**config.mk**
```make
export PLATFORM = sky130hd
export DESIGN_NAME = vecu_regs
export DESIGN_NICKNAME = d
export VERILOG_FILES = /design/src/vecu_pkg.sv /design/src/vecu_regs.sv
export SDC_FILE = /design/constraint.sdc
export NUM_CORES = 1
export LEC_CHECK = 0
export BUFFER_PORTS_ARGS = -buffer_cell sky130_fd_sc_hd__clkbuf_2
export CAP_MARGIN = 20
export CORE_AREA = 2 2 46 48
export DETAILED_ROUTE_END_ITERATION = 10
export DIE_AREA = 0 0 48 50
export GPL_TIMING_DRIVEN = 0
export SYNTH_ARGS = -nofsm -noshare
export SYNTH_HDL_FRONTEND = slang
export SYNTH_SLANG_ARGS = --single-unit
```
**constraint.sdc**
```tcl
create_clock -name clk -period 1.8 [get_ports clk]
set_input_delay 0.36 -clock clk [delete_from_list [all_inputs] [get_ports clk]]
set_output_delay 0.36 -clock clk [all_outputs]
set_load 0.03 [all_outputs]
```
**src/vecu_pkg.sv**
```systemverilog
package vecu_pkg;

    //////////////////////////////////////////////////////////////////////
    // sizes
    //////////////////////////////////////////////////////////////////////

    // bank depth, also the longest legal vector
    localparam int MAX_LEN = 1024;

    // one unsigned element
    typedef logic [7:0]  elem_t;
    // element index inside a bank
    typedef logic [9:0]  addr_t;
    // vector length, 1 to MAX_LEN
    typedef logic [10:0] len_t;
    // raw command byte from the host
    typedef logic [7:0]  cmd_t;
    // output word, holds a 1024-element dot product
    typedef logic [31:0] result_t;

    //////////////////////////////////////////////////////////////////////
    // command byte layout
    //////////////////////////////////////////////////////////////////////

    localparam int CMD_WRITE = 0;
    localparam int CMD_READ  = 1;
    localparam int CMD_SUM   = 2;
    localparam int CMD_AVG   = 3;
    localparam int CMD_EUC   = 4;
    localparam int CMD_MAN   = 5;
    localparam int CMD_DOT   = 6;
    // bank select for write and read, 0 is A
    localparam int CMD_BANK  = 7;

    // operation tag carried by every issued element
    typedef enum logic [2:0] {
        OP_READ_A,
        OP_READ_B,
        OP_SUM,
        OP_AVG,
        OP_EUC,
        OP_MAN,
        OP_DOT
    } op_t;

endpackage

```
**src/vecu_regs.sv**
```systemverilog
`timescale 1ns/1ps

module vecu_regs
    import vecu_pkg::*;
#(
    parameter len_t DEFAULT_LEN = len_t'(16)
) (
    input  logic clk,
    input  logic reset,
    input  logic cfg_valid,
    input  len_t cfg_len,
    input  logic busy,
    output len_t vec_len
);

    // host value forced into 1..MAX_LEN
    len_t len_clamped;

    //////////////////////////////////////////////////////////////////////
    // clamp
    //////////////////////////////////////////////////////////////////////

    always_comb begin
        if (cfg_len == '0) begin
            // zero length makes no sense, keep one element
            len_clamped = len_t'(1);
        end else if (cfg_len > len_t'(MAX_LEN)) begin
            len_clamped = len_t'(MAX_LEN);
        end else begin
            len_clamped = cfg_len;
        end
    end

    //////////////////////////////////////////////////////////////////////
    // length register
    //////////////////////////////////////////////////////////////////////

    // only updated while idle, so the sequencer sees a stable length
    // for the whole command
    always_ff @(posedge clk) begin
        if (reset) begin
            vec_len <= DEFAULT_LEN;
        end else if (cfg_valid && !busy) begin
            vec_len <= len_clamped;
        end
    end

endmodule

```
==> flow_summary_export.csv <==
group,metric,value,unit
status,status,"finished clean",
die,die_y,50,um
timing,tns,0,ns
cts,cts.clk_slew.worst_paths,0.07,ns
timing,clock_skew,0,ns
timing,rsz0062_at_grt,"no",
die,die_w,48,um
placed_design,hpwl,843,um
detailed_routing,postRouteWirelength,1070,um
cts,cts.path.max_buffers,2,
min_path,min_path_type,"primary input to flop",
logic_synthesis,ys_warn_count,0,
cts,cts_made_buffers,3,
cts,cts_setup_buffers,0,
detailed_routing,drc_errors,0,
worst_setup_path,required,1.44,ns
detailed_routing,dr_total_vias,467,
placed_design,post-place-cells,105,
logic_synthesis,synth_area_leaders,"dfxtp_1 (48%), nand3b_1 (13%), a21oi_1 (12%), nand2_1 (8.2%), buf_4 (3.3%)",
detailed_routing,drt_iter0_drc,5,
cts,clock_sinks,11,
power_and_ir_drop,peakVddDrop,0.318,mV
cts,htree_num_levels,1,
worst_setup_path,cp_slowest_cell,"dfxtp_1",
worst_setup_path,crit_buf_inv,1,
detailed_routing,postRouteAntennaNets,0,
logic_synthesis,yosysTopAreaCell,"dfxtp_1",
cts,cts_root_buf,"clkbuf_4",
detailed_routing,dr.pass1.iters,4,
timing,tightest_slew,0.411,ns
cells_and_area,nets,98,
worst_setup_path,end_kind,"output pin",
cts,holdBufCountCts,0,
die,io_pins,26,
grt,antenna_found_initial,0,
die,start_util,24.1,%
logic_synthesis,synth_cell_types,15,
timing,hold_viol,0,
worst_setup_path,path_max_fanout,2,
timing,fmaxAchievable,860,MHz
cells_and_area,regMostFlops,"vec_len",
logic_synthesis,syn_nets,68,
die,core.rowCount,16,
grt,grt_overflow_total,0,
timing,slew_viol_final,0,
worst_setup_path,critPathArrivalTime,0.80,ns
cells_and_area,final_cell_mix,"clkbuf_2 (25), a21oi_1 (11), dfxtp_1 (11), nand2_1 (10), nand3b_1 (8)",
placed_design,place.port_buffers,25,
cells_and_area,layout.cells.non_filler,109,
logic_synthesis,synth_top_area_share,48.1,%
timing,period_minus_slack,1.16,ns
logic_synthesis,syn_avg_cell_area,8.64,um^2
detailed_routing,routed_via_density,4.28,
worst_setup_path,crit_path_start_kind,"flop",
logic_synthesis,ys_ff_latch,11,
flow_run,maxCapViolCount,0,
cts,cts_tree,"yes",
placed_design,gp_congestion,0.693,
die,die_area,2400,um^2
die,core_area,1900,um^2
timing,slew_headroom,72.6,%
grt,grt.total_usage,10.6,%
cts,post_cts_resized,0,
detailed_routing,drt-wirelength-per-cell,9.83,um
cells_and_area,drive_gt1_share,37.8,%
grt,grt_first_pass_wirelength,1830,um
grt,grt_max_degree,11,
cts,clock_latency,0.26,ns
logic_synthesis,syn_area,458,um^2
cells_and_area,area_delta_synth_final,40.4,%
worst_setup_path,critPathTopFamily,"flip-flops",
cells_and_area,largest_reg_flops,11,
timing,setup_violations,0,
cells_and_area,top_regs,"vec_len (11)",
worst_setup_path,slowest_delay,0.33,ns
timing,finalCritPeriodShare,64.6,%
cells_and_area,insertedDiodeCount,0,
logic_synthesis,synth-seq-area-share,48.1,%
power_and_ir_drop,p_leak,0.273,nW
grt,grt_pass1_vias,468,
worst_setup_path,worstSetupPathType,"flop to output pin",
cells_and_area,layout_commonest_cell,"clkbuf_2",
power_and_ir_drop,power_density,779,nW/um^2
logic_synthesis,synthCells,53,
worst_setup_path,worstPathCellList,"clkbuf_2",
cells in the mapped netlist (all sizes together):
library cell   n
nor2b          1
nor4           2
nor2           1
nand2         10
nand3b         8
clkbuf         1
nand2b         1
nor3b          1
a21oi         11
buf            3
nand4          1
dfxtp         11
a211o          1
nor4bb         1
per-stage QoR:
| stage | power, mW | instance area (um^2) | hold WS (ns) | setup WS, ns | util [%] |
|---|---|---|---|---|---|
| after floorplan | 0.307 | 458 | 0.454 | 0.806 | - |
| final | 0.501 | 643 | 0.288 | 0.637 | 33.8 |
| after global routing | 0.528 | 643 | 0.300 | 0.584 | 33.8 |
| after CTS | 0.509 | 643 | 0.284 | 0.623 | 33.8 |
| after global placement | 0.340 | 617 | 0.440 | 0.642 | 32.4 |
| after detailed placement | 0.341 | 617 | 0.447 | 0.635 | 32.4 |
cell families (layout without fill, tap and decap cells):
family,count (synthesis),in the layout,synth area share (%)
simple gates,26,26,32.8
compound gates,12,12,13.9
buf+inv,4,33,5.19
flops,11,11,48.1
layout make-up:
cell class / count / area, um^2
well taps: 27 / 33.8
plain buffers: 4 / 23.8
multi-input cells: 38 / 214
clock buffers: 4 / 26.3
fillers: 216 / 1260
flip-flops and latches: 11 / 220
repair buffers: 25 / 125
power by group:
group          switching (mW)  internal, mW
Combinational          0.0462        0.0319
Clock                  0.0815        0.0857
Sequential            0.00392         0.252
Total                   0.132         0.369
final timing paths:
path	start	endpoint	slack (ns)	cells past startpoint
max	vec_len[6]$_SDFFE_PP0P_	vec_len[6]	0.64	1
min	reset	vec_len[4]$_SDFFE_PP1P_	0.29	2
max reg2reg	vec_len[4]$_SDFFE_PP1P_	vec_len[4]$_SDFFE_PP1P_	1.14	1
min reg2reg	vec_len[5]$_SDFFE_PP0P_	vec_len[5]$_SDFFE_PP0P_	0.45	2
metal layers:
| layer | GRT usage (%) | vias to the layer above | wire length (um) |
|---|---|---|---|
| met4 | 6.76 | 0 | 8 |
| met1 | 12.0 | 197 | 451 |
| li1 | - | 249 | - |
| met3 | 2.93 | 2 | 114 |
| met5 | 0 | - | 0 |
| met2 | 16.7 | 19 | 496 |
Power figures use the tool's default switching activity.
