$ cat config.mk
export PLATFORM = sky130hd
export DESIGN_NAME = vecu_ctrl
export DESIGN_NICKNAME = d
export VERILOG_FILES = /design/src/vecu_pkg.sv /design/src/vecu_ctrl.sv
export SDC_FILE = /design/constraint.sdc
export NUM_CORES = 1
export LEC_CHECK = 0
export BUFFER_PORTS_ARGS = -buffer_cell sky130_fd_sc_hd__buf_2
export CORE_MARGIN = 2
export CORE_UTILIZATION = 43
export DETAILED_ROUTE_END_ITERATION = 12
export HOLD_SLACK_MARGIN = 0.06
export PLACE_DENSITY = 0.8
export SYNTH_ARGS = -nofsm -noshare
export SYNTH_HDL_FRONTEND = slang
export SYNTH_SLANG_ARGS = --single-unit
$ cat constraint.sdc
create_clock -name clk -period 8.58 [get_ports clk]
set_clock_uncertainty 0.2 [all_clocks]
set_input_delay 0.858 -clock clk [delete_from_list [all_inputs] [get_ports clk]]
set_output_delay 0.858 -clock clk [all_outputs]
set_load 0.01 [all_outputs]
$ cat src/vecu_pkg.sv
package vecu_pkg;

    //////////////////////////////////////////////////////////////////////
    // sizes
    //////////////////////////////////////////////////////////////////////

    // bank depth, also the longest legal vector
    localparam int MAX_LEN = 1024;

    // one unsigned element
    typedef logic [7:0]  elem_t;
    // element index inside a bank
    typedef logic [9:0]  addr_t;
    // vector length, 1 to MAX_LEN
    typedef logic [10:0] len_t;
    // raw command byte from the host
    typedef logic [7:0]  cmd_t;
    // output word, holds a 1024-element dot product
    typedef logic [31:0] result_t;

    //////////////////////////////////////////////////////////////////////
    // command byte layout
    //////////////////////////////////////////////////////////////////////

    localparam int CMD_WRITE = 0;
    localparam int CMD_READ  = 1;
    localparam int CMD_SUM   = 2;
    localparam int CMD_AVG   = 3;
    localparam int CMD_EUC   = 4;
    localparam int CMD_MAN   = 5;
    localparam int CMD_DOT   = 6;
    // bank select for write and read, 0 is A
    localparam int CMD_BANK  = 7;

    // operation tag carried by every issued element
    typedef enum logic [2:0] {
        OP_READ_A,
        OP_READ_B,
        OP_SUM,
        OP_AVG,
        OP_EUC,
        OP_MAN,
        OP_DOT
    } op_t;

endpackage

$ cat src/vecu_ctrl.sv
`timescale 1ns/1ps

module vecu_ctrl
    import vecu_pkg::*;
#(
    parameter int CREDITS = 4
) (
    input  logic  clk,
    input  logic  reset,
    input  logic  cmd_valid,
    input  cmd_t  cmd,
    input  logic  in_valid,
    input  elem_t in_data,
    input  len_t  vec_len,
    input  logic  out_credit,
    input  logic  out_valid,
    input  logic  out_last,
    output logic  busy,
    output logic  issue_valid,
    output addr_t issue_addr,
    output op_t   issue_op,
    output logic  issue_last,
    output logic  wr_en,
    output logic  wr_bank,
    output addr_t wr_addr,
    output elem_t wr_data
);

    // counter wide enough to hold CREDITS itself
    localparam int CW = $clog2(CREDITS + 1);

    typedef enum logic [1:0] {
        S_IDLE,
        S_WRITE,
        S_ISSUE,
        S_DRAIN
    } state_t;

    state_t        state;
    op_t           op_q;
    logic          bank_q;
    addr_t         addr_q;
    logic [CW-1:0] credit_q;

    logic cmd_take;
    logic dec_write;
    op_t  dec_op;
    len_t last_idx;
    logic at_last;
    logic emits;
    logic spend;

    //////////////////////////////////////////////////////////////////////
    // command decode
    //////////////////////////////////////////////////////////////////////

    // lowest set bit wins
    always_comb begin
        dec_write = 1'b0;
        dec_op    = OP_READ_A;
        if (cmd[CMD_WRITE]) begin
            dec_write = 1'b1;
        end else if (cmd[CMD_READ]) begin
            dec_op = cmd[CMD_BANK] ? OP_READ_B : OP_READ_A;
        end else if (cmd[CMD_SUM]) begin
            dec_op = OP_SUM;
        end else if (cmd[CMD_AVG]) begin
            dec_op = OP_AVG;
        end else if (cmd[CMD_EUC]) begin
            dec_op = OP_EUC;
        end else if (cmd[CMD_MAN]) begin
            dec_op = OP_MAN;
        end else if (cmd[CMD_DOT]) begin
            dec_op = OP_DOT;
        end
    end

    // bytes without any op bit are dropped here
    assign cmd_take = (state == S_IDLE) && cmd_valid && (|cmd[CMD_DOT:CMD_WRITE]);

    // op and bank held for the whole command
    always_ff @(posedge clk) begin
        if (cmd_take) begin
            op_q   <= dec_op;
            bank_q <= cmd[CMD_BANK];
        end
    end

    //////////////////////////////////////////////////////////////////////
    // sequencer
    //////////////////////////////////////////////////////////////////////

    assign last_idx = vec_len - len_t'(1);
    assign at_last  = (len_t'(addr_q) == last_idx);

    // one address counter serves both write and issue
    always_ff @(posedge clk) begin
        if (reset) begin
            state  <= S_IDLE;
            addr_q <= '0;
        end else begin
            case (state)
                S_IDLE: begin
                    if (cmd_take) begin
                        addr_q <= '0;
                        state  <= dec_write ? S_WRITE : S_ISSUE;
                    end
                end
                S_WRITE: begin
                    // one element per in_valid, no back-pressure
                    if (in_valid) begin
                        if (at_last) begin
                            addr_q <= '0;
                            state  <= S_IDLE;
                        end else begin
                            addr_q <= addr_q + 1'b1;
                        end
                    end
                end
                S_ISSUE: begin
                    if (issue_valid) begin
                        if (at_last) begin
                            addr_q <= '0;
                            state  <= S_DRAIN;
                        end else begin
                            addr_q <= addr_q + 1'b1;
                        end
                    end
                end
                S_DRAIN: begin
                    // last word leaves the core, busy drops next cycle
                    if (out_valid && out_last) begin
                        state <= S_IDLE;
                    end
                end
                default: state <= S_IDLE;
            endcase
        end
    end

    //////////////////////////////////////////////////////////////////////
    // credits
    //////////////////////////////////////////////////////////////////////

    // element-wise ops emit every element, reductions only the last
    assign emits = (op_q inside {OP_READ_A, OP_READ_B, OP_SUM, OP_AVG}) || at_last;
    assign spend = issue_valid && emits;

    // spend and return may land in the same cycle
    always_ff @(posedge clk) begin
        if (reset) begin
            credit_q <= CW'(CREDITS);
        end else begin
            credit_q <= credit_q + CW'(out_credit) - CW'(spend);
        end
    end

    //////////////////////////////////////////////////////////////////////
    // outputs
    //////////////////////////////////////////////////////////////////////

    assign busy        = (state != S_IDLE);
    // stall issue while the receiver has no room
    assign issue_valid = (state == S_ISSUE) && (credit_q != '0);
    assign issue_addr  = addr_q;
    assign issue_op    = op_q;
    assign issue_last  = at_last;

    assign wr_en   = (state == S_WRITE) && in_valid;
    assign wr_bank = bank_q;
    assign wr_addr = addr_q;
    assign wr_data = in_data;

endmodule

==> results.md <==
* Max IR drop VDD at 78.8 uV
* Setup violations, final at 0
* Post-CTS setup buffers at 0
* Sw Share at 39.7%
* Clock latency on the worst-skew pair at roughly 260 ps
* Hold bufs inserted after CTS at 0
* # DRC at 0
* Register area share after synthesis at 25.0%
* CTS Sinks at 19
* Port bufs at 53
* Hold_sp: credit_q[1]
* Maximum achievable frequency at ~240 MHz
* Top_reg_cell synth: dfxtp_1
* Worst Setup Start Kind: primary input
* Vias at 1504
* Wire length of the first global-routing pass at 6360 um
* Final Critical Period at a little over 4000 ps
* Combinational share of power at 46.3%
* CTS clk-pin slew, worst paths at 70 ps
* Place WS at 4230 ps
* Net count after synthesis at 236
* WHS Endpoint: credit_q[2]
* Initial drt markers at 114
* Chip width at around 67 um
* Flop and latch count out of synthesis at 19
* Power per cell area at 182 nW/um^2
* Syn Std Cell Area at 1680 sq um
* Via/cell ratio at between 5 and 6
* Cells after DPL at 271
* Psw at 138 uW
* Wire per inst at 13.5 um
* Endpoint class of the critical path: flip-flop
* Die area at 4430 sq um
* Mapped Cells at 191
* Critical R2R Capture: credit_q[2]
* Hold Slack at 381 ps
* Starting density of the core at 45.3%
* DRT Pass-1 Iters at 4
* Internal cell power at 209 uW
* Critical Path RT at between 8000 and 9000 ps
* FFs w/ async S/R, synth at 0%
* Layout cells sized above 1 at 32.6%
* Worst hold path depth at 2
* DP HPWL at 3000 um
* Crit path max fanout at 9
* Top Ports at 70
* Leakage at 0.885 nW
* Clk pwr share at 18.3%
* Max-slew violation count at 0
* Area of the core at 3720 sq um
* Worst-Margin Slew at 513 ps
* WP data arrival at 4050 ps
* Final period util at 47.9%
* Row count at 22
* Gr usage total at 18.2%
* Antenna violations before repair at 0
* RD Place Congestion at 0.835
* Yosys warnings at 0
* Clk buf depth at 2
* Reg2reg start: issue_addr[8]
* Slew headroom at 65.3%
* Fillers at 352
* Worst Hold Class: flip-flop to flip-flop
* TNS Setup at 0 ps
* Yosys cell types at 52
* Seq pwr share at 35.4%
* Final WS setup at 4470 ps
* Routed Antenna Nets at 0
* Grt total ovfl at 0
* Crit-path slowest cell: or4b_4
* Vias in the first global route at 1418
* Worst R2R Path Depth at 14
* Slowest stage delay, CP at 520 ps
* H-tree depth at 1
* Post-route insts no fill at approximately 280
* Number of synthesized flops with an enable pin at 4
* DRT Wirelength at 3720 um
* RSZ-0062 raised after global routing: no
* R2R setup slack at 5430 ps
* Die height at 66.5 um
* Worst-path cell chain: buf_2 > inv_1 > ha_1 > or4b_4 > nor4_2 > xnor2_1 > nand4_2 > nor3_1 > o21a_1 > ha_1 > inv_1 > ha_1 > inv_1 > fa_1 > xor2_1 > xnor2_1 > nand2_1
* CTS tree: built
* Max Cap Viol at 0
* Diodes inserted at 0
* CTS Root Buffer Type: clkbuf_8
* Layout area overhead at 13.2%
* CP Class: primary input to flip-flop
* Inserted Clock Buffers at 3
* CP delay by family, top: simple AND/OR/NAND/NOR gates
* Buf/Inv on CP at 4
* Largest net degree at the start of global routing at 12
* Fin. Hold Viols at 0
* Synthesized area per cell at 8.80 sq um
* Run status: complete, no violations
* Final nets at 273
* CTS resizes at 0
layout by cell type (no fill, tap or decap), drive strengths merged, types with 2 or more instances in the layout:
master | netlist | final
buf | 19 | 53
dfxtp | 15 | 15
inv | 13 | 13
nor2b | 12 | 12
nor2 | 12 | 12
nor3 | 11 | 11
ha | 10 | 10
xnor2 | 9 | 9
a21oi | 9 | 9
o21ai | 7 | 7
xor2 | 6 | 6
a22o | 6 | 6
nand2 | 5 | 5
and3 | 5 | 5
nand4 | 5 | 5
edfxtp | 4 | 4
a211oi | 4 | 4
nand3 | 3 | 3
and2 | 3 | 3
clkbuf | 2 | 3
or3 | 3 | 3
or2 | 2 | 2
o21bai | 2 | 2
nor3b | 2 | 2
a31oi | 2 | 2
o31ai | 2 | 2
o211ai | 2 | 2
o41ai | 2 | 2
synth_stat cells, drive strengths merged, types with 2 or more instances:
cell type   n  area (sq um)
o31ai       2          25.0
nand3       3          15.0
buf        19           143
and2        3          18.8
nor2b      12          75.1
nand2       5          18.8
dfxtp      15           300
xnor2       9          78.8
or2         2          12.5
a22o        6          52.6
nor2       12          47.6
o21ai       7          35.0
nor3b       2          15.0
xor2        6          52.6
and3        5          31.3
nand4       5          37.5
a31oi       2          12.5
o41ai       2          25.0
nor3       11          66.3
a21oi       9          63.8
or3         3          23.8
clkbuf      2          7.51
o21bai      2          15.0
edfxtp      4           120
a211oi      4          35.0
o211ai      2          20.0
inv        13          48.8
ha         10           125
stage by stage:
step	utilization [%]	total power, mW	area, sq um
2_1_floorplan	-	0.244	1680
3_3_place_gp	50.0	0.278	1860
3_5_place_dp	50.0	0.284	1860
4_1_cts	51.2	0.346	1900
5_1_grt	51.2	0.371	1900
6_report	51.2	0.347	1900
routing by layer:
metal  GRT usage, %  up-vias  wire, um  part of all wire (%)
met5              0        -         0                     0
met4           7.65        0        74                   2.0
met3           2.03       10       156                   4.2
met2           31.0       42      1830                    49
met1           23.3      711      1660                    45
li1               -      741         -                     -
area by class of cell:
class	instances	area [sq um]	area share, %
multi-input combinational	138	1060	55.8
clock inverter	1	5.00	0.263
sequential	19	420	22.1
clock buffer	3	41.3	2.17
tap	48	60.1	3.16
timing repair buffer	53	265	13.9
inverter	13	48.8	2.56
registers in the layout (all words and copies together), names as in the netlist:
register and flops:
issue_addr 10, credit_q 3, issue_op 3, state 2, wr_bank 1
worst max-delay path by stage:
| stage | startpoint | end | cells past startpoint |
|---|---|---|---|
| floorplan | vec_len[0] | credit_q[2] | 17 |
| global placement | vec_len[0] | credit_q[2] | 17 |
| detailed placement | vec_len[0] | credit_q[2] | 17 |
| CTS | vec_len[0] | credit_q[2] | 17 |
| global route | vec_len[0] | credit_q[2] | 17 |
| finish | vec_len[0] | credit_q[2] | 17 |
power groups by stage:
stage          logic (mW)  clock network [mW]  registers, mW
2_1_floorplan       0.119                   0          0.125
3_3_place_gp        0.154                   0          0.124
3_5_place_dp        0.159                   0          0.124
4_1_cts             0.160              0.0634          0.123
5_1_grt             0.178              0.0672          0.126
6_report            0.161              0.0634          0.123
tightest hold or removal path: stages (launching register included):
cell,delay (ps)
dfxtp_1,350
xnor2_1,140
nand2_1,60
logic make-up after synthesis:
family / count (synthesis) / share of synthesized area, %
flip-flops: 19 / 25.0
XOR/XNOR: 15 / 7.81
AO/OA/AOI/OAI: 43 / 21.6
adder cells (fa/ha/maj): 11 / 8.63
multiplexers: 1 / 0.595
AND/OR/NAND/NOR: 68 / 24.6
buffers and inverters: 34 / 11.8
Power figures use the tool's default switching activity.
