--- src/vecu_pkg.sv ---
package vecu_pkg;

    //////////////////////////////////////////////////////////////////////
    // sizes
    //////////////////////////////////////////////////////////////////////

    // bank depth, also the longest legal vector
    localparam int MAX_LEN = 1024;

    // one unsigned element
    typedef logic [7:0]  elem_t;
    // element index inside a bank
    typedef logic [9:0]  addr_t;
    // vector length, 1 to MAX_LEN
    typedef logic [10:0] len_t;
    // raw command byte from the host
    typedef logic [7:0]  cmd_t;
    // output word, holds a 1024-element dot product
    typedef logic [31:0] result_t;

    //////////////////////////////////////////////////////////////////////
    // command byte layout
    //////////////////////////////////////////////////////////////////////

    localparam int CMD_WRITE = 0;
    localparam int CMD_READ  = 1;
    localparam int CMD_SUM   = 2;
    localparam int CMD_AVG   = 3;
    localparam int CMD_EUC   = 4;
    localparam int CMD_MAN   = 5;
    localparam int CMD_DOT   = 6;
    // bank select for write and read, 0 is A
    localparam int CMD_BANK  = 7;

    // operation tag carried by every issued element
    typedef enum logic [2:0] {
        OP_READ_A,
        OP_READ_B,
        OP_SUM,
        OP_AVG,
        OP_EUC,
        OP_MAN,
        OP_DOT
    } op_t;

endpackage

--- src/vecu_core.sv ---
`timescale 1ns/1ps

module vecu_core
    import vecu_pkg::*;
(
    input  logic    clk,
    input  logic    reset,
    input  logic    rd_valid,
    input  elem_t   rd_a,
    input  elem_t   rd_b,
    input  op_t     rd_op,
    input  logic    rd_last,
    output logic    out_valid,
    output result_t out_data,
    output logic    out_last
);

    logic [8:0] pair_sum;
    elem_t      abs_diff;
    result_t    elem_res;
    result_t    term;
    result_t    acc;
    logic       reduce;
    logic       emit;

    //////////////////////////////////////////////////////////////////////
    // datapath
    //////////////////////////////////////////////////////////////////////

    always_comb begin
        // nine bits keep the carry of a + b
        pair_sum = {1'b0, rd_a} + {1'b0, rd_b};
        abs_diff = (rd_a >= rd_b) ? (rd_a - rd_b) : (rd_b - rd_a);
        reduce   = (rd_op == OP_EUC) || (rd_op == OP_MAN) || (rd_op == OP_DOT);

        // one word per element
        case (rd_op)
            OP_READ_A: elem_res = result_t'(rd_a);
            OP_READ_B: elem_res = result_t'(rd_b);
            OP_SUM:    elem_res = result_t'(pair_sum);
            // floor of the half-sum
            OP_AVG:    elem_res = result_t'(pair_sum[8:1]);
            default:   elem_res = '0;
        endcase

        // contribution of this element to a reduction
        case (rd_op)
            OP_EUC:  term = result_t'(abs_diff) * result_t'(abs_diff);
            OP_MAN:  term = result_t'(abs_diff);
            OP_DOT:  term = result_t'(rd_a) * result_t'(rd_b);
            default: term = '0;
        endcase
    end

    // reductions speak only on their last element
    assign emit = rd_valid && (!reduce || rd_last);

    //////////////////////////////////////////////////////////////////////
    // accumulator and output stage
    //////////////////////////////////////////////////////////////////////

    always_ff @(posedge clk) begin
        if (reset) begin
            out_valid <= 1'b0;
            out_last  <= 1'b0;
            acc       <= '0;
        end else begin
            out_valid <= emit;
            out_last  <= emit && (reduce || rd_last);
            if (rd_valid && reduce) begin
                if (rd_last) begin
                    // fresh start for the next reduction
                    acc <= '0;
                end else begin
                    acc <= acc + term;
                end
            end
        end
    end

    // last element folded in on the way out
    always_ff @(posedge clk) begin
        if (emit) begin
            out_data <= reduce ? (acc + term) : elem_res;
        end
    end

endmodule

--- config.mk ---
export PLATFORM = sky130hd
export DESIGN_NAME = vecu_core
export DESIGN_NICKNAME = d
export VERILOG_FILES = /design/src/vecu_pkg.sv /design/src/vecu_core.sv
export SDC_FILE = /design/constraint.sdc
export NUM_CORES = 1
export LEC_CHECK = 0
export ABC_CLOCK_PERIOD_IN_PS = 9700
export BUFFER_PORTS_ARGS = -buffer_cell sky130_fd_sc_hd__buf_2
export CORE_MARGIN = 4
export CORE_UTILIZATION = 60
export DETAILED_ROUTE_END_ITERATION = 10
export GPL_TIMING_DRIVEN = 0
export HOLD_SLACK_MARGIN = 0.02
export PLACE_DENSITY = 0.77
export SYNTH_ARGS = -nofsm -noshare
export SYNTH_HDL_FRONTEND = slang
export SYNTH_SLANG_ARGS = --single-unit
--- constraint.sdc ---
create_clock -name clk -period 9.7 [get_ports clk]
set_input_delay 0 -clock clk [delete_from_list [all_inputs] [get_ports clk]]
set_output_delay 0 -clock clk [all_outputs]
set_load 0.03 [all_outputs]
==> results of run 1 <==
[cell type report]
| cell class | instances | area, um2 | share of cell area |
|---|---|---|---|
| timing repair buffer | 56 | 285 | 0.0310 |
| inverter | 120 | 450 | 0.0489 |
| clock inverter | 7 | 103 | 0.0111 |
| buffer | 44 | 191 | 0.0208 |
| clock buffer | 9 | 225 | 0.0245 |
| multi-input combinational | 753 | 6090 | 0.661 |
| tap | 176 | 220 | 0.0239 |
| sequential | 66 | 1640 | 0.178 |
[path summary, 6_finish.rpt]
path | startpoint | end | slack [ns] | cells past startpoint
worst max-delay path | rd_a[0] | out_data[26]$_SDFFCE_PP0P_ | 0.80 | 36
worst min-delay path | reset | acc[9]$_SDFFE_PP0P_ | 0.11 | 4
worst max register to register | acc[0]$_SDFFE_PP0P_ | out_data[26]$_SDFFCE_PP0P_ | 6.61 | 11
worst min register to register | acc[9]$_SDFFE_PP0P_ | acc[9]$_SDFFE_PP0P_ | 0.50 | 2
[synth_stat cells, drive strengths merged (8+ instances only)]
| cell type | number |
|---|---|
| dfxtp | 34 |
| ha | 105 |
| a21oi | 66 |
| or3 | 14 |
| xnor2 | 29 |
| or2 | 8 |
| and3 | 10 |
| o21a | 11 |
| inv | 120 |
| nor3 | 11 |
| nand2b | 15 |
| a31oi | 15 |
| clkbuf | 32 |
| nand2 | 58 |
| fa | 64 |
| a21o | 20 |
| mux2i | 15 |
| o21ai | 45 |
| edfxtp | 32 |
| nor2 | 118 |
| nand3 | 16 |
| xor2 | 33 |
| buf | 12 |
[where the power goes]
group	switching, mW	internal [mW]	leakage [nW]
clock network	0.133	0.228	0.161
logic	1.07	0.810	3.70
registers	0.00581	0.316	0.582
total	1.21	1.35	4.44
[worst max-delay path, delay by kind of cell]
kind | cells | cell delay, ns
mux | 1 | 0.13
simple gates | 4 | 0.65
xor+xnor | 4 | 1.47
compound gates | 11 | 2.35
fa+ha+maj | 8 | 2.95
buf+inv | 8 | 1.45
[sequential cells by signal (all words and copies together), names as in the netlist]
name	cells
out_valid	1
acc	32
out_data	32
out_last	1
[layout by cell type (no fill, tap or decap), types with 11 or more instances in the layout]
cell and instances:
a31oi_1 15, nand2_1 58, a21oi_1 65, nand2b_1 15
xor2_1 33, ha_1 105, buf_2 61, o21ai_0 43
nor3_1 11, a21o_1 20, nand3_1 16, dfxtp_1 34
nor2_1 118, clkbuf_1 32, edfxtp_1 32, xnor2_1 29
mux2i_1 15, fa_1 64, or3_1 14, inv_1 120
[kinds of logic (layout without fill, tap and decap cells)]
logic type / after synthesis / count (layout) / synth area share
AOI/OAI and AO/OA: 226 / 226 / 0.175
muxes: 17 / 17 / 0.0233
buffers and inverters: 164 / 236 / 0.0767
adders and majority gates: 169 / 169 / 0.310
xor gates and xnor gates: 62 / 62 / 0.0649
and+or+nand+nor: 279 / 279 / 0.154
DFF: 66 / 66 / 0.196
[per-stage QoR]
stage                     total power [mW]   util  instance area (um2)  cells  hold WS (ns)
after floorplan                       1.82      -                 8370    983         0.123
after global placement                2.16  0.659                 8870   1214         0.266
after detailed placement              2.19  0.659                 8870   1214         0.268
after CTS                             2.56  0.684                 9210   1231         0.103
after global routing                  2.88  0.684                 9210   1231         0.128
final                                 2.56  0.684                 9210   1231         0.111
[per-layer routing]
| metal | wire (um) | vias to the layer above | global-route usage |
|---|---|---|---|
| met5 | 0 | - | 0 |
| met4 | 482 | 0 | 0.0757 |
| met3 | 1720 | 45 | 0.0517 |
| met2 | 9550 | 295 | 0.426 |
| met1 | 9390 | 3445 | 0.394 |
| li1 | - | 3498 | - |
==> flow_metrics.env, run 1 <==
export IMPL_status="finished clean"
export IMPL_synthArstFlopShare=0
export IMPL_cts_tree="yes"
export IMPL_cts_setup_buffers=0
export IMPL_die_w_um=126
export IMPL_worst_slew_pin_slew_ns=1.18
export IMPL_cts_root_buf="clkbuf_16"
export IMPL_cp_slowest_cell="xnor2_1"
export IMPL_syn_num_nets=1175
export IMPL_fmax_mhz=112
export IMPL_setup_ws_ns=0.796
export IMPL_antenna_found_initial=0
export IMPL_synth_area_um2=8370
export IMPL_n_antenna_cell=0
export IMPL_io_buffers=55
export IMPL_crit_path_start_kind="input port"
export IMPL_place_ws_ns=0.615
export IMPL_grtUsageTotal=0.274
export IMPL_ys_ff_latch=66
export IMPL_wl_mm=21.1
export IMPL_rsz0062_at_grt="false"
export IMPL_drc=0
export IMPL_cts_buffers=9
export IMPL_ioPinCount=57
export IMPL_leakagePower_nw=4.44
export IMPL_clockBufferDepth=2
export IMPL_clock_sinks=66
export IMPL_nets=1242
export IMPL_globalplace_congestion=0.943
export IMPL_holdCritPathClass="in -> reg"
export IMPL_drive_above_1_share=0.0938
export IMPL_required_ns=9.78
export IMPL_path_clk_slew_ns=0.06
export IMPL_area_delta_synth_final_pct=9.97
export IMPL_cpMostUsedCell="ha_1"
export IMPL_synth_cells=983
export IMPL_grt_overflow=0
export IMPL_max_stage_delay_ns=0.92
export IMPL_die_h_um=126
export IMPL_cts_resized=0
export IMPL_fin_setup_tns_ns=0
export IMPL_dieArea_um2=15900
export IMPL_core_um2=13500
export IMPL_skew_ns=0.00899
export IMPL_synth_edf_count=32
export IMPL_fill_cells=1107
export IMPL_syn_area_per_cell_um2=8.52
export IMPL_setup_viol=0
export IMPL_wl_per_cell_um=17.2
export IMPL_synth_flop_cell="dfxtp_1"
export IMPL_slew_violations=0
export IMPL_ir_worst_vdd_mv=0.565
export IMPL_first_pass_iters=6
export IMPL_dp_hpwl_mm=16.7
export IMPL_max_cap_violations=0
export IMPL_ctsHtreeMaxLevel=3
export IMPL_criticalPathCategory="in -> reg"
export IMPL_crit_path_max_fanout=10
export IMPL_grt_pass1_vias=7089
export IMPL_slew_headroom=0.209
export IMPL_yosysSeqAreaShare=0.196
export IMPL_ys_top_cells_by_area="ha_1 16%, fa_1 15%, edfxtp_1 11%, dfxtp_1 8.1%, inv_1 5.4%"
export IMPL_ys_warn_count=0
export IMPL_clock_latency_ns=0.34
export IMPL_fin_crit_sh=0.918
export IMPL_grt_first_pass_wirelength_mm=35.5
export IMPL_core_rowCount=42
export IMPL_crit_arrival_ns=8.99
export IMPL_finalHoldViolations=0
export IMPL_period_needed_ns=8.90
export IMPL_ys_types=62
export IMPL_synth_top_area_cell="ha_1"
export IMPL_grt_start_max_net_pins=34
export IMPL_synth_top_area_share=0.157
export IMPL_initial_core_util=0.622
export IMPL_ant_nets=0
export IMPL_hold_buffers=1
export IMPL_detail_route_iter0_violations=600
export IMPL_viasPerCell=5.92
export IMPL_endpoint_kind="register"
export IMPL_power_density_nw_per_um2=278
export IMPL_vias=7283
(Power assumes the default switching activity.)
==> run 2, diff against run 1 <==
- GPL_ROUTABILITY_DRIVEN: unset -> 0
- GPL_TIMING_DRIVEN: 0 -> unset
==> run 2 against run 1 <==
  * Register-to-register slack worse by 0.10 ns
  * Critical path depth shrank 2
  * Via count shrank 2.7%
  * Design area is 1.5% lower
  * Clock-buffer cell count rose by 1
  * Final cell count down 2.8%
  * Worst setup slack gained 0.46 ns
  * Die area unchanged
  * Global-route usage decreased by 2.1 points
  * Maximum frequency increased by 5.5%
  * Critical endpoint is now out_data[25]$_SDFFCE_PP0P_
  * Highest routed layer unchanged
==> flow_metrics.env, run 2 (synthesis gave the netlist of run 1 again) <==
export IMPL_total_power_mw=2.55
export IMPL_wl_mm=19.8
export IMPL_cts_resized=0
export IMPL_clock_latency_ns=0.33
export IMPL_r2r_cells=9
export IMPL_criticalPathCategory="in -> reg"
export IMPL_max_cap_violations=0
export IMPL_period_needed_ns=8.44
export IMPL_core_rowCount=42
export IMPL_cp_slowest_cell="o21ai_1"
export IMPL_grt_overflow=0
export IMPL_grt_pass1_vias=6806
export IMPL_cts_tree="yes"
export IMPL_ctsHtreeMaxLevel=3
export IMPL_reg_largest_list="acc x32, out_data x32"
export IMPL_leakagePower_nw=4.39
export IMPL_dieArea_um2=15900
export IMPL_wl_per_cell_um=16.6
export IMPL_postLayoutCoreUtil=0.674
export IMPL_detail_route_iter0_violations=682
export IMPL_hold_buffers=1
export IMPL_grtUsageTotal=0.253
export IMPL_p_int_mw=1.36
export IMPL_mostFrequentLayoutCell="inv_1"
export IMPL_crit_end="out_data[25]$_SDFFCE_PP0P_"
export IMPL_vias=7083
export IMPL_cts_buffers=9
export IMPL_p_clk_frac=0.136
export IMPL_initial_core_util=0.622
export IMPL_finalHoldViolations=0
export IMPL_die_w_um=126
export IMPL_die_h_um=126
export IMPL_clockBufferDepth=2
export IMPL_setup_viol=0
export IMPL_ir_worst_vdd_mv=0.506
export IMPL_drc=0
export IMPL_grt_start_max_net_pins=33
export IMPL_pwr_share_seq=0.126
export IMPL_core_um2=13500
export IMPL_netSwitchingFraction=0.468
export IMPL_drive_above_1_share=0.0961
export IMPL_status="finished clean"
export IMPL_slew_headroom=0.265
export IMPL_antenna_found_initial=0
export IMPL_crit_arrival_ns=8.49
export IMPL_p_switching_mw=1.19
export IMPL_area_delta_synth_final_pct=8.34
export IMPL_max_stage_delay_ns=0.86
export IMPL_crit_path_start_kind="input port"
export IMPL_n_antenna_cell=0
export IMPL_nets=1207
export IMPL_comb_power_share=0.737
export IMPL_required_ns=9.75
export IMPL_holdCritPathClass="in -> reg"
export IMPL_startpoint="rd_a[0]"
export IMPL_io_buffers=56
export IMPL_clock_sinks=66
export IMPL_power_density_nw_per_um2=281
export IMPL_fin_crit_sh=0.870
export IMPL_cts_root_buf="clkbuf_16"
export IMPL_fmax_mhz=118
export IMPL_mostFrequentLayoutCells="120 x inv_1, 118 x nor2_1, 105 x ha_1, 65 x a21oi_1, 64 x fa_1"
export IMPL_skew_ns=0.00500
export IMPL_dp_hpwl_mm=15.4
export IMPL_fin_setup_tns_ns=0
export IMPL_slew_violations=0
export IMPL_rsz0062_at_grt="false"
export IMPL_r2r_slack_ns=6.51
export IMPL_worst_slew_pin_slew_ns=1.10
export IMPL_r2r_start="acc[1]$_SDFFE_PP0P_"
export IMPL_viasPerCell=5.92
export IMPL_cts_setup_buffers=0
export IMPL_timing_rr_end="out_data[25]$_SDFFCE_PP0P_"
export IMPL_endpoint_kind="register"
export IMPL_grt_first_pass_wirelength_mm=33.5
export IMPL_first_pass_iters=5
export IMPL_place_ws_ns=0.993
export IMPL_setup_ws_ns=1.26
export IMPL_ant_nets=0
export IMPL_crit_path_max_fanout=15
export IMPL_path_clk_slew_ns=0.06
export IMPL_ioPinCount=57
-- run 2: per-layer routing --
layer  GRT usage  vias to the layer above  wire length, um
met5           0                        -                0
met4      0.0511                        0              255
met3      0.0301                       24             1290
met2       0.402                      257             9140
met1       0.375                     3369             9140
li1            -                     3433                -
-- run 2: worst max-delay path, delay by kind of cell --
| kind | cells | cell delay [ns] |
|---|---|---|
| fa+ha+maj | 8 | 3.23 |
| compound gates | 9 | 2.34 |
| simple gates | 7 | 1.20 |
| buf+inv | 7 | 0.77 |
| xor+xnor | 2 | 0.65 |
| mux | 1 | 0.25 |
-- run 2: metrics by stage --
stage          std cells  cell area, um2  hold slack, ns
3_5_place_dp        1179            8740           0.289
6_report            1196            9070           0.101
3_3_place_gp        1179            8740           0.272
4_1_cts             1196            9070          0.0995
2_1_floorplan        983            8370           0.123
5_1_grt             1196            9070           0.120
-- run 2: area by class of cell --
type                            count  area, um2
Multi-Input combinational cell    753       6090
Clock inverter                      6       90.1
Clock buffer                       10        229
Timing Repair Buffer               65        350
Fill cell                        1140       4380
Inverter                          120        450
Sequential cell                    66       1640
Tap cell                          176        220
-- run 2: worst min-delay path by stage --
stage	startpoint	endpoint	slack, ns	cells past startpoint
3_3_place_gp	rd_valid	out_last$_SDFF_PP0_	0.27	3
6_report	rd_last	out_last$_SDFF_PP0_	0.10	3
5_1_grt	rd_last	out_last$_SDFF_PP0_	0.12	3
3_5_place_dp	rd_valid	out_last$_SDFF_PP0_	0.29	3
4_1_cts	rd_last	out_last$_SDFF_PP0_	0.1	3
2_1_floorplan	rd_valid	out_last$_SDFF_PP0_	0.12	2
-- run 2: power by group through the flow --
stage	clock (mW)	combinational, mW	sequential (mW)
3_3_place_gp	0	1.85	0.328
3_5_place_dp	0	1.86	0.328
4_1_cts	0.349	1.88	0.323
2_1_floorplan	0	1.46	0.359
6_report	0.348	1.88	0.322
5_1_grt	0.363	2.14	0.324
==> run 3, diff against run 2 <==
- ABC_AREA: unset -> 1
- ABC_CLOCK_PERIOD_IN_PS: 9700 -> 7900
- CORE_UTILIZATION: 60 -> 50
- PLACE_DENSITY: 0.77 -> 0.66
- clock period: 9.7 -> 7.9 ns (I/O delays scaled with it)
==> run 3 against run 2 <==
  * Total power increased by 26%
  * Sequential share of layout area decreased by 1.7 points
  * Clock-buffer cell count increased by 1
  * Non-clock buffer count decreased by 5
  * First-iteration DRC count decreased by 12%
  * Routed wire length increased by 23%
  * Sequential cell count unchanged
  * Synthesized area increased by 11%
  * Largest power group unchanged
==> flow_metrics.env, run 3 <==
export IMPL_cts_tree="yes"
export IMPL_required_ns=7.94
export IMPL_ioPinCount=57
export IMPL_dieArea_um2=20800
export IMPL_synth_flop_cell="dfxtp_1"
export IMPL_cts_buffers=9
export IMPL_reg_largest_list="acc x32, out_data x32"
export IMPL_regArea_um2=1640
export IMPL_endpoint_kind="register"
export IMPL_synth_top_area_share=0.164
export IMPL_grt_overflow=0
export IMPL_slew_violations=0
export IMPL_synthAdderAreaFrac=0.279
export IMPL_crit_arrival_ns=7.05
export IMPL_place_ws_ns=0.613
export IMPL_cpMostUsedCell="nand2_1"
export IMPL_grt_start_max_net_pins=35
export IMPL_setup_ws_ns=0.895
export IMPL_cts_root_buf="clkbuf_16"
export IMPL_die_h_um=144
export IMPL_cp_slowest_cell="fa_1"
export IMPL_clock_sinks=66
export IMPL_max_stage_delay_ns=0.54
export IMPL_hold_worst_slack_ns=0.0552
export IMPL_io_buffers=56
export IMPL_criticalPathCategory="in -> reg"
export IMPL_detail_route_iter0_violations=598
export IMPL_crit_path_start_kind="input port"
export IMPL_status="finished clean"
export IMPL_drive_above_1_share=0.0811
export IMPL_fin_setup_tns_ns=0
export IMPL_grtUsageTotal=0.246
export IMPL_cts_resized=0
export IMPL_top_layer_used="met4"
export IMPL_first_pass_iters=7
export IMPL_path_clk_slew_ns=0.05
export IMPL_power_density_nw_per_um2=320
export IMPL_ir_worst_vdd_mv=0.464
export IMPL_initial_core_util=0.512
export IMPL_ys_types=52
export IMPL_fmax_mhz=143
export IMPL_ys_top_cells_by_area="nand2_1 16%, ha_1 14%, fa_1 14%, inv_1 11%, edfxtp_1 10%"
export IMPL_mostFrequentLayoutCell="nand2_1"
export IMPL_syn_num_nets=1557
export IMPL_wl_mm=24.4
export IMPL_finalHoldViolations=0
export IMPL_rsz0062_at_grt="false"
export IMPL_multi_input_area_um2=6460
export IMPL_synth_most_common_cell="nand2_1"
export IMPL_wl_per_cell_um=14.9
export IMPL_synthSimpleGateAreaFrac=0.294
export IMPL_mostFrequentLayoutCells="405 x nand2_1, 267 x inv_1, 105 x ha_1, 99 x nor2_1, 78 x a21oi_1"
export IMPL_max_cap_violations=0
export IMPL_core_rowCount=49
export IMPL_grt_pass1_vias=8144
export IMPL_clock_latency_ns=0.33
export IMPL_ys_warn_count=0
export IMPL_synth_edf_count=32
export IMPL_holdCritPathClass="in -> reg"
export IMPL_synth_commonest_cells="405 x nand2_1, 267 x inv_1, 105 x ha_1"
export IMPL_synth_top_area_cell="nand2_1"
export IMPL_hold_depth=3
export IMPL_syn_area_per_cell_um2=6.81
export IMPL_cts_setup_buffers=0
export IMPL_worst_slew_pin_slew_ns=1.00
export IMPL_crit_path_max_fanout=13
export IMPL_ctsHtreeMaxLevel=3
export IMPL_yosysSeqAreaShare=0.177
export IMPL_viasPerCell=5.20
export IMPL_drc=0
export IMPL_synth_compound_area_frac=0.0872
export IMPL_period_needed_ns=7.00
export IMPL_ant_nets=0
export IMPL_synthMuxAreaShare=0.00108
export IMPL_hold_buffers=2
export IMPL_antenna_found_initial=1
export IMPL_slew_headroom=0.329
export IMPL_synth_area_um2=9290
export IMPL_die_w_um=144
export IMPL_wl_met1_mm=11.9
export IMPL_synthArstFlopShare=0
export IMPL_skew_ns=0.00582
export IMPL_core_um2=18100
export IMPL_vias=8513
export IMPL_dr_wl_met3_mm=1.64
export IMPL_r2r_cells=12
export IMPL_synth_top_family_by_area="simple AND/OR/NAND/NOR gates"
export IMPL_dp_hpwl_mm=20.0
export IMPL_clockBufferDepth=2
export IMPL_synth_xor_area_frac=0.0327
export IMPL_grt_first_pass_wirelength_mm=41.1
export IMPL_area_delta_synth_final_pct=8.00
export IMPL_fill_cells=1785
export IMPL_nets=1593
export IMPL_ys_ff_latch=66
export IMPL_leakagePower_nw=5.47
export IMPL_fin_crit_sh=0.887
export IMPL_dr_wl_met2_mm=10.5
export IMPL_setup_viol=0
export IMPL_synth_cells=1365
==> run 3: changes by cell type in the layout (fill, tap and decap cells not counted), moves of 11 or more <==
cell | previous run | this run
o21ai_0 | 43 | 19
nand3_1 | 16 | 76
a21o_1 | 20 | 2
nand4_1 | 6 | 17
xnor2_1 | 29 | 10
nor2_1 | 118 | 99
or3_1 | 14 | 0
nand2b_1 | 15 | 0
a31oi_1 | 15 | 3
xor2_1 | 33 | 21
mux2i_1 | 15 | 1
a21oi_1 | 65 | 78
inv_1 | 120 | 267
nand2_1 | 58 | 405
==> run 3: final timing paths <==
| path | startpoint | endpoint | slack (ns) |
|---|---|---|---|
| max | rd_a[2] | out_data[25]$_SDFFCE_PP0P_ | 0.90 |
| min | rd_last | out_valid$_SDFF_PP0_ | 0.06 |
| max reg2reg | acc[0]$_SDFFE_PP0P_ | out_data[26]$_SDFFCE_PP0P_ | 5.71 |
| min reg2reg | acc[12]$_SDFFE_PP0P_ | acc[12]$_SDFFE_PP0P_ | 0.47 |
==> run 3: critical path: cells and delay by family <==
family	cells	cell delay, ns
simple gates	17	2.09
buf+inv	7	0.73
fa+ha+maj	7	3.09
compound gates	4	1.12
==> run 3: report_power, final <==
| group | total, mW | internal (mW) | switching [mW] |
|---|---|---|---|
| sequential | 0.394 | 0.388 | 0.00612 |
| clock | 0.385 | 0.243 | 0.142 |
| combinational | 2.43 | 0.910 | 1.52 |
==> run 3: logic make-up after synthesis <==
family | Yosys count
adder cells (fa/ha/maj) | 169
flip-flops | 66
XOR/XNOR | 33
AND/OR/NAND/NOR | 645
AO/OA/AOI/OAI | 140
buffers and inverters | 311
multiplexers | 1
==> run 3: area by class of cell <==
class	count	share of cell area
diodes	1	0.000249
clock buffers	11	0.0232
clock inverters	5	0.00548
inverters	276	0.104
multi-input cells	988	0.644
flip-flops and latches	66	0.164
well taps	229	0.0285
repair buffers	60	0.0314
==> run 3: metrics by stage <==
stage                     total power, mW  cells  area, um2  utilization
after detailed placement             2.81   1617       9730        0.536
final                                3.21   1636      10000        0.553
after global placement               2.79   1617       9730        0.536
after CTS                            3.21   1635      10000        0.553
after floorplan                      2.27   1365       9290            -
after global routing                 3.61   1636      10000        0.553
==> run 3: per-layer routing <==
metal | track usage | vias to the layer above
met5 | 0 | -
met4 | 0.0491 | 0
met3 | 0.0370 | 27
met2 | 0.380 | 259
met1 | 0.367 | 3907
li1 | - | 4320
